$ cat config.mk
export PLATFORM = sky130hd
export DESIGN_NAME = controlUnit
export DESIGN_NICKNAME = d
export VERILOG_FILES = /design/src/hw/ctrlPkg.sv /design/src/hw/controlTable.sv /design/src/hw/controlUnit.sv /design/src/hw/instrDecoder.sv /design/src/hw/mainSequencer.sv
export SDC_FILE = /design/constraint.sdc
export NUM_CORES = 1
export LEC_CHECK = 0
export BUFFER_PORTS_ARGS = -buffer_cell sky130_fd_sc_hd__buf_2
export CAP_MARGIN = 20
export CORE_MARGIN = 1.5
export CORE_UTILIZATION = 34
export CTS_CLUSTER_DIAMETER = 30
export DETAILED_ROUTE_END_ITERATION = 10
export PLACE_DENSITY = 0.62
export RECOVER_POWER = 100
export SYNTH_ARGS = -nofsm -noshare
export SYNTH_HDL_FRONTEND = slang
export SYNTH_SLANG_ARGS = --single-unit
$ cat constraint.sdc
create_clock -name clk -period 2.1 [get_ports clk]
set_input_delay 0.63 -clock clk [delete_from_list [all_inputs] [get_ports clk]]
set_output_delay 0.63 -clock clk [all_outputs]
set_load 0.1 [all_outputs]
$ cat src/hw/ctrlPkg.sv
// Control unit field types, datapath select encodings, opcode and funct constants, enums
package ctrlPkg;

    // Instruction register fields
    typedef logic [5:0] opcodeT;
    typedef logic [5:0] functT;

    // Datapath control fields
    typedef logic [2:0] aluOpT;
    typedef logic [1:0] srcSelT;
    typedef logic [1:0] regDstT;
    typedef logic [2:0] wdSelT;

    // Cycle index inside a sequencer state
    typedef logic [4:0] stepT;

    // ALU operation codes
    localparam aluOpT ALU_ADD = 3'd1;
    localparam aluOpT ALU_SUB = 3'd2;

    // ALU operand A
    localparam srcSelT SRCA_PC   = 2'd0;
    localparam srcSelT SRCA_REGA = 2'd2;

    // ALU operand B
    localparam srcSelT SRCB_REGB   = 2'd0;
    localparam srcSelT SRCB_FOUR   = 2'd1;
    localparam srcSelT SRCB_IMM    = 2'd2;
    localparam srcSelT SRCB_OFFSET = 2'd3;

    // Register file write address
    localparam regDstT DST_RT    = 2'd0;
    localparam regDstT DST_RD    = 2'd1;
    localparam regDstT DST_STACK = 2'd3;

    // Register file write data
    localparam wdSelT WD_ALUOUT    = 3'd0;
    localparam wdSelT WD_STACKINIT = 3'd6;

    // Implemented encodings only
    localparam opcodeT OP_RTYPE  = 6'd0;
    localparam opcodeT OP_ADDI   = 6'd8;
    localparam functT  FUNCT_ADD = 6'd32;
    localparam functT  FUNCT_SUB = 6'd34;

    typedef enum logic [1:0] {
        CLS_ADD,
        CLS_SUB,
        CLS_ADDI,
        CLS_SKIP
    } instrClassE;

    typedef enum logic [2:0] {
        ST_STACKINIT,
        ST_FETCH,
        ST_DECODE,
        ST_EXECUTE,
        ST_SKIP
    } seqStateE;

endpackage : ctrlPkg

$ cat src/hw/controlTable.sv
// Per-state and per-step table of datapath control levels
`timescale 1ns/100ps

module controlTable #(
    parameter int memWaitCycles = 3
) (
    input  ctrlPkg::seqStateE   state,
    input  ctrlPkg::stepT       step,
    input  ctrlPkg::instrClassE execClass,
    output logic                pcWrite,
    output logic                loadAB,
    output logic                aluOutLoad,
    output logic                memRead,
    output logic                irWrite,
    output logic                regWrite,
    output ctrlPkg::srcSelT     aluSrcA,
    output ctrlPkg::srcSelT     aluSrcB,
    output ctrlPkg::aluOpT      aluOp,
    output ctrlPkg::regDstT     wrReg,
    output ctrlPkg::wdSelT      wdReg
);

    localparam ctrlPkg::stepT memWaitSteps = ctrlPkg::stepT'(memWaitCycles);

    logic isAddi;
    logic isSub;

    assign isAddi = (execClass == ctrlPkg::CLS_ADDI);
    assign isSub = (execClass == ctrlPkg::CLS_SUB);

    always_comb begin
        pcWrite = 1'b0;
        loadAB = 1'b0;
        aluOutLoad = 1'b0;
        memRead = 1'b0;
        irWrite = 1'b0;
        regWrite = 1'b0;
        aluSrcA = '0;
        aluSrcB = '0;
        aluOp = '0;
        wrReg = '0;
        wdReg = '0;

        case (state)
            ctrlPkg::ST_STACKINIT: begin
                // Load the stack pointer register
                regWrite = 1'b1;
                wrReg = ctrlPkg::DST_STACK;
                wdReg = ctrlPkg::WD_STACKINIT;
            end
            ctrlPkg::ST_FETCH: begin
                // PC + 4 held across the whole fetch
                aluSrcA = ctrlPkg::SRCA_PC;
                aluSrcB = ctrlPkg::SRCB_FOUR;
                aluOp = ctrlPkg::ALU_ADD;
                if (step < memWaitSteps) begin
                    memRead = 1'b1;
                end else begin
                    pcWrite = 1'b1;
                    irWrite = 1'b1;
                end
            end
            ctrlPkg::ST_DECODE: begin
                if (step == '0) begin
                    // Branch target precomputed into ALUOut
                    aluSrcA = ctrlPkg::SRCA_PC;
                    aluSrcB = ctrlPkg::SRCB_OFFSET;
                    aluOp = ctrlPkg::ALU_ADD;
                    aluOutLoad = 1'b1;
                end else begin
                    loadAB = 1'b1;
                end
            end
            ctrlPkg::ST_EXECUTE: begin
                if (step == ctrlPkg::stepT'(0)) begin
                    aluSrcA = ctrlPkg::SRCA_REGA;
                    aluSrcB = isAddi ? ctrlPkg::SRCB_IMM : ctrlPkg::SRCB_REGB;
                    aluOp = isSub ? ctrlPkg::ALU_SUB : ctrlPkg::ALU_ADD;
                    aluOutLoad = 1'b1;
                end else if (step == ctrlPkg::stepT'(1)) begin
                    // ADDI writes rt, R-type writes rd
                    regWrite = 1'b1;
                    wrReg = isAddi ? ctrlPkg::DST_RT : ctrlPkg::DST_RD;
                    wdReg = ctrlPkg::WD_ALUOUT;
                end
            end
            default: begin
                // Skip state and anything unexpected stay idle
            end
        endcase

        // Memory port and register file never active together
        assert (!(memRead && regWrite))
            else $error("memRead and regWrite both high in state %s", state.name());
        // PC and IR update in the same cycle
        assert (pcWrite == irWrite)
            else $error("pcWrite and irWrite disagree in state %s", state.name());
    end

endmodule : controlTable

$ cat src/hw/controlUnit.sv
// Multicycle control unit top level with decoder, sequencer and control table
`timescale 1ns/100ps

module controlUnit #(
    parameter int memWaitCycles = 3
) (
    input  logic            clk,
    input  logic            reset,

    // Instruction register fields
    input  ctrlPkg::opcodeT op,
    input  ctrlPkg::functT  funct,

    // Register load enables
    output logic            pcWrite,
    output logic            loadAB,
    output logic            aluOutLoad,
    output logic            memRead,
    output logic            irWrite,
    output logic            regWrite,

    // Datapath selects
    output ctrlPkg::srcSelT aluSrcA,
    output ctrlPkg::srcSelT aluSrcB,
    output ctrlPkg::aluOpT  aluOp,
    output ctrlPkg::regDstT wrReg,
    output ctrlPkg::wdSelT  wdReg
);

    ctrlPkg::instrClassE instrClass;
    ctrlPkg::instrClassE execClass;
    ctrlPkg::seqStateE   state;
    ctrlPkg::stepT       step;

    instrDecoder decoder (
        .op         (op),
        .funct      (funct),
        .instrClass (instrClass)
    );

    mainSequencer #(
        .memWaitCycles (memWaitCycles)
    ) sequencer (
        .clk        (clk),
        .reset      (reset),
        .instrClass (instrClass),
        .state      (state),
        .step       (step),
        .execClass  (execClass)
    );

    // Outputs are a Moore function of the sequencer
    controlTable #(
        .memWaitCycles (memWaitCycles)
    ) table0 (
        .state      (state),
        .step       (step),
        .execClass  (execClass),
        .pcWrite    (pcWrite),
        .loadAB     (loadAB),
        .aluOutLoad (aluOutLoad),
        .memRead    (memRead),
        .irWrite    (irWrite),
        .regWrite   (regWrite),
        .aluSrcA    (aluSrcA),
        .aluSrcB    (aluSrcB),
        .aluOp      (aluOp),
        .wrReg      (wrReg),
        .wdReg      (wdReg)
    );

endmodule : controlUnit

$ cat src/hw/instrDecoder.sv
// Instruction decoder mapping opcode and funct to an instruction class
`timescale 1ns/100ps

module instrDecoder (
    input  ctrlPkg::opcodeT     op,
    input  ctrlPkg::functT      funct,
    output ctrlPkg::instrClassE instrClass
);

    always_comb begin
        // Anything not listed is skipped, legal or not
        instrClass = ctrlPkg::CLS_SKIP;
        case (op)
            ctrlPkg::OP_RTYPE: begin
                case (funct)
                    ctrlPkg::FUNCT_ADD: begin
                        instrClass = ctrlPkg::CLS_ADD;
                    end
                    ctrlPkg::FUNCT_SUB: begin
                        instrClass = ctrlPkg::CLS_SUB;
                    end
                    default: begin
                        instrClass = ctrlPkg::CLS_SKIP;
                    end
                endcase
            end
            ctrlPkg::OP_ADDI: begin
                instrClass = ctrlPkg::CLS_ADDI;
            end
            default: begin
                instrClass = ctrlPkg::CLS_SKIP;
            end
        endcase
    end

endmodule : instrDecoder

$ cat src/hw/mainSequencer.sv
// Control unit sequencer with state register, step counter and class latch
`timescale 1ns/100ps

module mainSequencer #(
    parameter int memWaitCycles = 3
) (
    input  logic                clk,
    input  logic                reset,
    input  ctrlPkg::instrClassE instrClass,
    output ctrlPkg::seqStateE   state,
    output ctrlPkg::stepT       step,
    output ctrlPkg::instrClassE execClass
);

    // Fetch ends one cycle after the memory wait
    localparam ctrlPkg::stepT fetchLastStep = ctrlPkg::stepT'(memWaitCycles);
    localparam ctrlPkg::stepT decodeLastStep = ctrlPkg::stepT'(1);
    localparam ctrlPkg::stepT executeLastStep = ctrlPkg::stepT'(2);

    logic              lastStep;
    ctrlPkg::seqStateE nextState;

    always_comb begin
        lastStep = 1'b1;
        nextState = state;
        case (state)
            ctrlPkg::ST_STACKINIT: begin
                nextState = ctrlPkg::ST_FETCH;
            end
            ctrlPkg::ST_FETCH: begin
                lastStep = (step == fetchLastStep);
                nextState = ctrlPkg::ST_DECODE;
            end
            ctrlPkg::ST_DECODE: begin
                lastStep = (step == decodeLastStep);
                // Dispatch on the class seen in the last decode cycle
                if (instrClass == ctrlPkg::CLS_SKIP) begin
                    nextState = ctrlPkg::ST_SKIP;
                end else begin
                    nextState = ctrlPkg::ST_EXECUTE;
                end
            end
            ctrlPkg::ST_EXECUTE: begin
                lastStep = (step == executeLastStep);
                nextState = ctrlPkg::ST_FETCH;
            end
            ctrlPkg::ST_SKIP: begin
                nextState = ctrlPkg::ST_FETCH;
            end
            default: begin
                nextState = ctrlPkg::ST_STACKINIT;
            end
        endcase
    end

    always_ff @(posedge clk) begin
        if (reset) begin
            state <= ctrlPkg::ST_STACKINIT;
            step <= '0;
            execClass <= ctrlPkg::CLS_SKIP;
        end else if (lastStep) begin
            state <= nextState;
            step <= '0;
            if (state == ctrlPkg::ST_DECODE) begin
                execClass <= instrClass;
            end
        end else begin
            step <= step + ctrlPkg::stepT'(1);
        end
    end

    // Step bounds per state
    fetchStepBound: assert property (
        @(posedge clk) disable iff (reset)
        state == ctrlPkg::ST_FETCH |-> step <= fetchLastStep
    ) else $error("fetch step %0d beyond memory wait", step);

    decodeStepBound: assert property (
        @(posedge clk) disable iff (reset)
        state == ctrlPkg::ST_DECODE |-> step <= decodeLastStep
    ) else $error("decode step %0d out of range", step);

    executeStepBound: assert property (
        @(posedge clk) disable iff (reset)
        state == ctrlPkg::ST_EXECUTE |-> step <= executeLastStep
    ) else $error("execute step %0d out of range", step);

    // Decode hands over only to execute or skip
    decodeExit: assert property (
        @(posedge clk) disable iff (reset)
        (state == ctrlPkg::ST_DECODE && step == decodeLastStep)
            |=> (state == ctrlPkg::ST_EXECUTE || state == ctrlPkg::ST_SKIP)
    ) else $error("decode left to state %s", state.name());

endmodule : mainSequencer

# After elaboration in Yosys (flattened, before gate mapping)
# Cells that the tools add are included.
# totals
reg_bits	10
out_inout_bits	18
wordCells	56
# op_classes
add_sub_neg	1
reduce_logical	7
order_cmp	1
mux	31
eq_ne	13
# ops
cell	count
case mux 3 bit (3 select lines)	2
two-way mux 2 bit	8
equality test 6 bit, second input constant	2
two-way mux 1 bit	12
case mux 2 bit (2 select lines)	3
equality test 5 x 2 -> 1 bit, second input constant	2
two-way mux 3 bit	3
equality test 3 x 2 -> 1 bit, second input constant	2
equality test 6 x 4 -> 1 bit, second input constant	1
zero test 6 bit	1
case mux 2 bit (3 select lines)	1
adder 5 x 1 -> 5 bit, second input constant	1
equality test 5 x 1 -> 1 bit, second input constant	1
zero test 5 bit	1
less-than comparator 5 x 2 -> 1 bit, second input constant	1
equality test 2 bit, second input constant	2
OR reduction 2 bit	2
equality test 3 x 1 -> 1 bit, second input constant	1
equality test 3 bit, second input constant	1
zero test 3 bit	1
case mux 1 bit (3 select lines)	1
OR reduction 3 bit	1
equality test 2 x 1 -> 1 bit, second input constant	1
case mux 1 bit (2 select lines)	1
AND reduction 2 bit	1

# Longest topological paths before layout
# Gate-level depths: netlist (run 1).
# logic_depth
depth_word	6
ltp_mapped	6
ltp_nobuf	6

# Modules after synthesis
# Synthesis (run 1) repeated with hierarchy kept, for this count alone.
# hier_totals
hier_cells	98
area_unflattened_um2	809.5
# modules_own_cells
module	area_each_um2	cells_each	instances	seq_area_each_um2
mainSequencer	476.7	50	1	200.2
controlTable	279.0	41	1	0.0
instrDecoder	53.8	7	1	0.0

# Worst setup path after synthesis (run 1)
# OpenSTA, ideal clock, no wires.
# synth_path
path_kind	flip-flop to output port
start	reg sequencer.state[2]
end	out wrReg[0]
path_slack_ns	-2.083
arrival_time_ns	3.553
stages_incl_launch_ff	4
n_path_buf	1
path_cell_list	dfxtp_1 clkbuf_1 nor3_1 o21a_1
# synth_between
elab_chain_len	2
# synth_lines
item	line	text
start, declared	mainSequencer.sv:10	output ctrlPkg::seqStateE state,
start signal, assigned	mainSequencer.sv:58	state <= ctrlPkg::ST_STACKINIT;
start signal, assigned	mainSequencer.sv:62	state <= nextState;
equality test 3 x 2 -> 1 bit or zero test 3 bit (tied branches)	controlTable.sv:44	case (state)
case mux 2 bit (2 select lines) (*)	controlTable.sv:44	
end, declared	controlUnit.sv:26	output ctrlPkg::regDstT wrReg,
# Every way passes the cells marked *; elsewhere a longest branch is shown, timed or not.

# Worst setup path in the final report (run 1)
# layout_path
start	reg sequencer.step[0]
end	out aluSrcA[1]
# layout_between
elab_chain_len	3
# layout_lines
item	line	text
start, declared	mainSequencer.sv:11	output ctrlPkg::stepT step,
start signal, assigned	mainSequencer.sv:68	step <= step + ctrlPkg::stepT'(1);
start signal, assigned	mainSequencer.sv:75	state == ctrlPkg::ST_FETCH |-> step <= fetchLastStep
start signal, assigned	mainSequencer.sv:80	state == ctrlPkg::ST_DECODE |-> step <= decodeLastStep
zero test 5 bit	controlTable.sv:75	if (step == ctrlPkg::stepT'(0)) begin
two-way mux 2 bit	controlTable.sv:75	
two-way mux 2 bit	--	
end, declared	controlUnit.sv:23	output ctrlPkg::srcSelT aluSrcA,
# Every way passes these cells.

==> results of run 1 <==
==> power breakdown <==
part	switching, mW	internal, mW	leakage (nW)
registers	0.00651	0.191	0.0846
logic	0.150	0.0915	0.528
clock network	0.0672	0.105	0.0210
total	0.224	0.388	0.633
==> worst min-delay path: stages, from the launching register on <==
cell and delay, ns:
dfxtp_1 0.32, nor2_1 0.10, o21bai_1 0.07
==> registers in the layout (all words and copies together), names as in the netlist <==
register,flops
sequencer.execClass,2
sequencer.state,3
sequencer.step,5
==> area by class of cell <==
class                           instances  area [sq um]
Clock buffer                            4          36.3
Fill cell                             142           518
Inverter                                5          25.0
Multi-Input combinational cell         77           647
Sequential cell                        10           215
Tap cell                               27          33.8
Timing Repair Buffer                   47           527
==> through the flow <==
step	TNS, ns	cells	hold WS [ns]	setup slack (ns)
final	-1.09	170	0.537	-0.194
after detailed placement	0	154	0.475	0.0371
after global routing	-1.79	170	0.568	-0.300
after floorplan	-1.63	101	0.444	-0.336
after global placement	0	154	0.460	0.0926
after CTS	-0.939	166	0.538	-0.172
==> cells by family (layout without fill, tap and decap cells) <==
kind of cell,after synthesis,after routing,share of synthesized area [%]
and+or+nand+nor,50,50,33.2
xor gates and xnor gates,3,3,3.59
adders and majority gates,4,4,6.84
muxes,1,1,2.05
AOI/OAI and AO/OA,16,16,16.2
DFF,10,10,27.4
buffers and inverters,14,56,10.3
other,1,3,0.512
==> per-layer routing <==
metal  track usage [%]  vias up  routed length, um
met5                 0        -                  0
met4              4.17        0                 29
met3              5.52        4                 82
met2              34.5       18               1220
met1              21.0      405                859
li1                  -      420                  -
==> layout by cell type, fill, tap and decap left out, types with 2 or more instances in the layout <==
master    synthesis  final
buf_12            0     16
buf_4             5     16
buf_2             3     13
nor2_1           17     12
nand3_1           6      6
nor3_4            0      4
dfxtp_1          10      4
nor2_4            0      3
nand2_4           0      3
nor3_1            7      3
nand2_1           7      3
ha_1              4      3
conb_1            1      3
clkbuf_4          0      3
dfxtp_4           0      3
dfxtp_2           0      3
nand2b_1          2      2
and2_4            0      2
nand3b_1          2      2
nor2_2            0      2
nor2b_2           0      2
a21oi_4           0      2
xor2_1            2      2
nor4_1            2      2
inv_1             5      2
o21bai_1          2      2
==> path summary, 6_finish.rpt <==
| kind | endpoint | cells past startpoint |
|---|---|---|
| max | aluSrcA[1] | 7 |
| min | sequencer.execClass[0]$_SDFFE_PP1P_ | 2 |
| min reg2reg | sequencer.execClass[0]$_SDFFE_PP1P_ | 2 |
| max reg2reg | sequencer.step[2]$_SDFF_PP0_ | 8 |
==> timing repair <==
action,CTS,global route
gates resized for setup,10,13
pin swaps,1,6
setup buffers,8,5
endpoints found under the setup margin,10,11
==> flow_metrics.env, run 1 <==
export IMPL_leakage_nw=0.633
export IMPL_dieArea_sq_um=2440
export IMPL_placedInstanceArea_sq_um=1260
export IMPL_grt_first_pass_wirelength_um=3620
export IMPL_ant_nets=0
export IMPL_fin_crit_sh_pct=109
export IMPL_cts_buffers=3
export IMPL_crit_type="reg -> out"
export IMPL_die_h_um=49.4
export IMPL_hp_class="reg -> reg"
export IMPL_port_buffers=28
export IMPL_fmax_mhz=436
export IMPL_hp_start="sequencer.execClass[0]$_SDFFE_PP1P_"
export IMPL_synth_area_top_cells="dfxtp_1 (27%), nor2_1 (8.7%), ha_1 (6.8%), buf_4 (5.1%), nor3_1 (4.8%)"
export IMPL_yosys_area_top_type="dfxtp_1"
export IMPL_drt_wl_total_um=2190
export IMPL_drc_errors=0
export IMPL_finalWorstSetupSlack_ns=-0.194
export IMPL_clock_sinks=10
export IMPL_rsz0062_at_grt="true"
export IMPL_worstSetupStartpoint="sequencer.step[0]$_SDFF_PP0_"
export IMPL_final_area_sq_um=1480
export IMPL_synth_cell_type_count=33
export IMPL_htreeDepth=1
export IMPL_yosys_top_cells_count="nor2_1 (17), dfxtp_1 (10), nand2_1 (7), nor3_1 (7), nand3_1 (6)"
export IMPL_cp_required_ns=1.47
export IMPL_critPathMostFrequentCell="and2_4"
export IMPL_ys_seq_area_share_pct=27.4
export IMPL_via_per_inst=4.98
export IMPL_grt_pass1_vias=837
export IMPL_final_nets=162
export IMPL_synth_warnings=0
export IMPL_crit_fanout=4
export IMPL_synth_top_cell_area_share_pct=27.4
export IMPL_crit_buf_inv=3
export IMPL_vias=847
export IMPL_synth_area_per_cell_sq_um=7.39
export IMPL_hpwlAfterDp_um=1530
export IMPL_slowest_stage="dfxtp_4"
export IMPL_clock_skew_ns=0.00447
export IMPL_core_area_sq_um=2000
export IMPL_setup_viol=8
export IMPL_cts_tree="yes"
export IMPL_initial_core_util_pct=36.6
export IMPL_syn_area_sq_um=732
export IMPL_syn2layout_area_growth_pct=103
export IMPL_antenna_found_initial=0
export IMPL_top_level_ports=32
export IMPL_slowest_delay_ns=0.37
export IMPL_hold_buffers=0
export IMPL_status="finished, violations left"
export IMPL_clk_pin_slew_ns=0.07
export IMPL_drtIter0Drc=6
export IMPL_period_minus_slack_ns=2.29
export IMPL_ys_flop_type="dfxtp_1"
export IMPL_grt_remaining_overflow=0
export IMPL_critical_path_top_delay_family="simple AND/OR/NAND/NOR gates"
export IMPL_p_total_mw=0.612
export IMPL_drv_cap=0
export IMPL_cts_root_buffer="clkbuf_4"
export IMPL_synth_edf_count=0
export IMPL_grt_usage_pct=18.7
export IMPL_fp_dieW_um=49.4
export IMPL_timing_rr_start="sequencer.step[0]$_SDFF_PP0_"
export IMPL_ys_ff_latch=10
export IMPL_critPathCaptureType="primary output"
export IMPL_critical_path_arrival_ns=1.66
export IMPL_crit_chain="inv_4 > ha_4 > and2_4 > nand3b_1 > clkinvlp_4 > and2_4 > buf_12"
export IMPL_diodes=0
export IMPL_finalHoldViolations=0
export IMPL_clkLatencyLatePin_ns=0.27
export IMPL_r2r_setup_slack_ns=0.32
export IMPL_routedWlPerCell_um=12.9
export IMPL_critPathLaunchType="flop"
export IMPL_fin_util_pct=74.1
export IMPL_violations="setup timing"
export IMPL_grt_max_degree=11
export IMPL_syn_inst=99
export IMPL_p_per_area_nw_per_um2=412
export IMPL_gp_routability_congestion=0.752
export IMPL_clock_path_buffers=2
export IMPL_firstDrtPassIters=4
export IMPL_peakVddDrop_uv=310
export IMPL_rows=16
export IMPL_synth_async_reset_ratio_pct=0
export IMPL_slew_violations=0
export IMPL_layout_drive_gt1_share_pct=61.5
export IMPL_yosysMostFrequentCell="nor2_1"
Note: power is estimated with default switching activity, not from simulation.
==> run 2: changes to the inputs <==
--- a/config.mk
+++ b/config.mk
@@ -11,8 +11,9 @@
 export CORE_UTILIZATION = 34
 export CTS_CLUSTER_DIAMETER = 30
 export DETAILED_ROUTE_END_ITERATION = 10
-export PLACE_DENSITY = 0.62
+export PLACE_DENSITY = 0.6
 export RECOVER_POWER = 100
 export SYNTH_ARGS = -nofsm -noshare
 export SYNTH_HDL_FRONTEND = slang
+export SYNTH_HIERARCHICAL = 1
 export SYNTH_SLANG_ARGS = --single-unit
==> run 2 against run 1 <==
- the flow still finishes with violations (setup timing)
- utilization is 5.8 points lower
- sequential share of layout area decreased by 0.24 points
- highest routed layer unchanged
- die area up 9.9%
- sequential power rose by 3%
- total power up 70%
- clock skew shrank 0.0036 ns
- combinational power grew to 2.7 times the previous value
- cell count increased by 2.4%
- setup slack worse by 0.045 ns
- clock-buffer cell count stayed put
- synthesized cell count is 1.0% lower
==> flow_metrics.env, run 2 <==
export IMPL_drt_wl_total_um=2250
export IMPL_fin_crit_sh_pct=111
export IMPL_synthAdderAreaFrac_pct=1.55
export IMPL_yosys_area_share_xor_xnor_pct=3.25
export IMPL_initial_core_util_pct=36.2
export IMPL_peakVddDrop_uv=420
export IMPL_die_h_um=51.8
export IMPL_tightest_slew_ns=0.507
export IMPL_hold_buffers=0
export IMPL_syn_inst=98
export IMPL_cts_tree="yes"
export IMPL_synth_warnings=6
export IMPL_violations="setup timing"
export IMPL_clk_pin_slew_ns=0.07
export IMPL_worstSetupStartpoint="sequencer/step[3]$_SDFF_PP0_"
export IMPL_critical_path_top_delay_family="simple AND/OR/NAND/NOR gates"
export IMPL_rows=17
export IMPL_grt_pass1_vias=807
export IMPL_core_area_sq_um=2230
export IMPL_synth_edf_count=0
export IMPL_crit_type="reg -> out"
export IMPL_critPathLaunchType="flop"
export IMPL_max_slew_margin_pct=65.9
export IMPL_critical_path_arrival_ns=1.71
export IMPL_drc_errors=0
export IMPL_synth_compound_area_share_pct=15.1
export IMPL_setup_viol=9
export IMPL_yosys_top_cells_count="nor2_1 (13), dfxtp_1 (10), a21oi_1 (6)"
export IMPL_mostFrequentLayoutCell="buf_4"
export IMPL_grt_first_pass_wirelength_um=3510
export IMPL_muxShareOfSynthArea_pct=0
export IMPL_slew_violations=0
export IMPL_drtIter0Drc=7
export IMPL_htreeDepth=1
export IMPL_crit_chain="nor4_4 > nand4_1 > buf_4 > o31ai_4 > buf_12"
export IMPL_routedWlPerCell_um=12.9
export IMPL_nFillCells=161
export IMPL_synth_top_family_by_area="simple AND/OR/NAND/NOR gates"
export IMPL_drv_cap=0
export IMPL_cts_root_buffer="clkbuf_4"
export IMPL_leakage_nw=0.658
export IMPL_clkLatencyLatePin_ns=0.28
export IMPL_synth_simple_area_share_pct=46.7
export IMPL_syn_area_sq_um=810
export IMPL_clock_skew_ns=0.000841
export IMPL_ys_ff_latch=10
export IMPL_critPathCaptureType="primary output"
export IMPL_synth_top_cell_area_share_pct=24.7
export IMPL_status="finished, violations left"
export IMPL_hpwlAfterDp_um=1590
export IMPL_final_cell_mix="buf_4 (16), buf_12 (15), buf_2 (13)"
export IMPL_firstDrtPassIters=4
export IMPL_hp_class="in -> reg"
export IMPL_dieArea_sq_um=2680
export IMPL_syn2layout_area_growth_pct=88.6
export IMPL_grt_max_degree=12
export IMPL_synth_async_reset_ratio_pct=0
export IMPL_r2r_end="sequencer/execClass[0]$_SDFFE_PP1P_"
export IMPL_synth_area_per_cell_sq_um=8.26
export IMPL_cts_buffers=3
export IMPL_gp_routability_congestion=0.816
export IMPL_finalHoldViolations=0
export IMPL_ys_seq_area_share_pct=24.7
export IMPL_reg_top3="sequencer/step (5), sequencer/state (3), sequencer/execClass (2)"
export IMPL_fmax_mhz=427
export IMPL_finalWorstSetupSlack_ns=-0.240
export IMPL_synth_area_top_cells="dfxtp_1 (25%), nor2_1 (6.0%), nor4_4 (5.3%), buf_4 (4.6%), a21oi_1 (3.7%)"
export IMPL_grt_usage_pct=18.0
export IMPL_rsz0062_at_grt="true"
export IMPL_largest_reg_flops=5
export IMPL_slowest_delay_ns=0.36
export IMPL_vias=904
export IMPL_ant_nets=0
export IMPL_slowest_stage="dfxtp_4"
export IMPL_r2r_setup_slack_ns=0.21
export IMPL_clock_path_buffers=2
export IMPL_ys_flop_type="dfxtp_1"
export IMPL_diodes=0
export IMPL_fin_util_pct=68.3
export IMPL_yosysMostFrequentCell="nor2_1"
export IMPL_r2r_cells=5
export IMPL_period_minus_slack_ns=2.34
export IMPL_antenna_found_initial=0
export IMPL_fp_dieW_um=51.8
export IMPL_grt_remaining_overflow=0
export IMPL_regMostFlops="sequencer/step"
export IMPL_final_nets=162
export IMPL_timing_rr_start="sequencer/step[2]$_SDFF_PP0_"
export IMPL_layout_drive_gt1_share_pct=61.6
export IMPL_path_depth=5
export IMPL_top_level_ports=32
export IMPL_crit_buf_inv=2
export IMPL_synth_cell_type_count=43
export IMPL_cp_required_ns=1.47
export IMPL_crit_fanout=3
export IMPL_via_per_inst=5.20
export IMPL_whs_ns=0.595
export IMPL_port_buffers=28
export IMPL_yosys_area_top_type="dfxtp_1"
export IMPL_endpoint="wrReg[0]"
export IMPL_clock_sinks=10
export IMPL_p_per_area_nw_per_um2=681
## run 2: cell types whose count changed after synthesis, sizes merged, moves of 2 or more
cell | before | now
buf | 8 | 5
nor2 | 17 | 13
nand4 | 0 | 2
a21oi | 4 | 6
nor2b | 2 | 4
a211o | 0 | 3
ha | 4 | 1
nand2 | 7 | 5
or3 | 0 | 3
## run 2: repair_timing
item / in CTS / in global routing
endpoints found under the setup margin: 13 / 15
gates cloned: 0 / 0
buffers inserted: 13 / 2
gates resized for setup: 12 / 9
pin swaps: 9 / 6
## run 2: cell type report
| class | count | area [sq um] | area share [%] |
|---|---|---|---|
| Clock buffer | 4 | 36.3 | 2.38 |
| Inverter | 5 | 25.0 | 1.64 |
| Multi-Input combinational cell | 78 | 667 | 43.7 |
| Sequential cell | 10 | 218 | 14.3 |
| Tap cell | 28 | 35.0 | 2.30 |
| Timing Repair Buffer | 49 | 546 | 35.7 |
## run 2: routing by layer
metal / GRT usage (%) / up-vias / share of wire [%]
li1: - / 442 / -
met2: 34.4 / 38 / 55
met1: 18.6 / 420 / 38
met5: 0 / - / 0
met4: 10.5 / 0 / 1.6
met3: 2.01 / 4 / 4.6
## run 2: logic make-up after synthesis
kind of cell | Yosys count
fa+ha+maj | 1
compound gates | 16
buf+inv | 12
flops | 10
xor+xnor | 3
other cells | 1
simple gates | 55
## run 2: worst register-to-register path: stages (launching register included)
cell and delay, ns:
dfxtp_4 0.36, buf_4 0.15, or3_4 0.40, nor4_2 0.50
nor2b_1 0.10, a211o_1 0.28
## run 2: metrics by stage
stage | TNS [ns] | cell area [sq um] | power (mW) | setup WS (ns) | std cells
finish | -0.734 | 1530 | 1.04 | -0.240 | 174
detailed placement | -0.127 | 1330 | 0.831 | -0.127 | 156
global route | -1.50 | 1530 | 1.08 | -0.334 | 174
CTS | -0.783 | 1500 | 1.05 | -0.208 | 172
global placement | -0.0117 | 1330 | 0.821 | -0.0117 | 156
floorplan | -1.64 | 953 | 0.658 | -0.470 | 100
## run 2: how the worst min path moves through the flow
stage | startpoint | to | cells past startpoint
2_1_floorplan | sequencer/state[1]$_SDFFE_PP0P_ | sequencer/state[1]$_SDFFE_PP0P_ | 1
3_3_place_gp | sequencer/state[1]$_SDFFE_PP0P_ | sequencer/state[1]$_SDFFE_PP0P_ | 1
3_5_place_dp | sequencer/state[1]$_SDFFE_PP0P_ | sequencer/state[1]$_SDFFE_PP0P_ | 1
4_1_cts | reset | sequencer/state[1]$_SDFFE_PP0P_ | 2
5_1_grt | reset | sequencer/state[1]$_SDFFE_PP0P_ | 2
6_report | reset | sequencer/state[1]$_SDFFE_PP0P_ | 2
## run 2: report_power, final
part / internal, mW / total [mW] / switching (mW)
clock: 0.106 / 0.179 / 0.0732
sequential: 0.193 / 0.202 / 0.00900
combinational: 0.244 / 0.658 / 0.414
total: 0.543 / 1.04 / 0.496
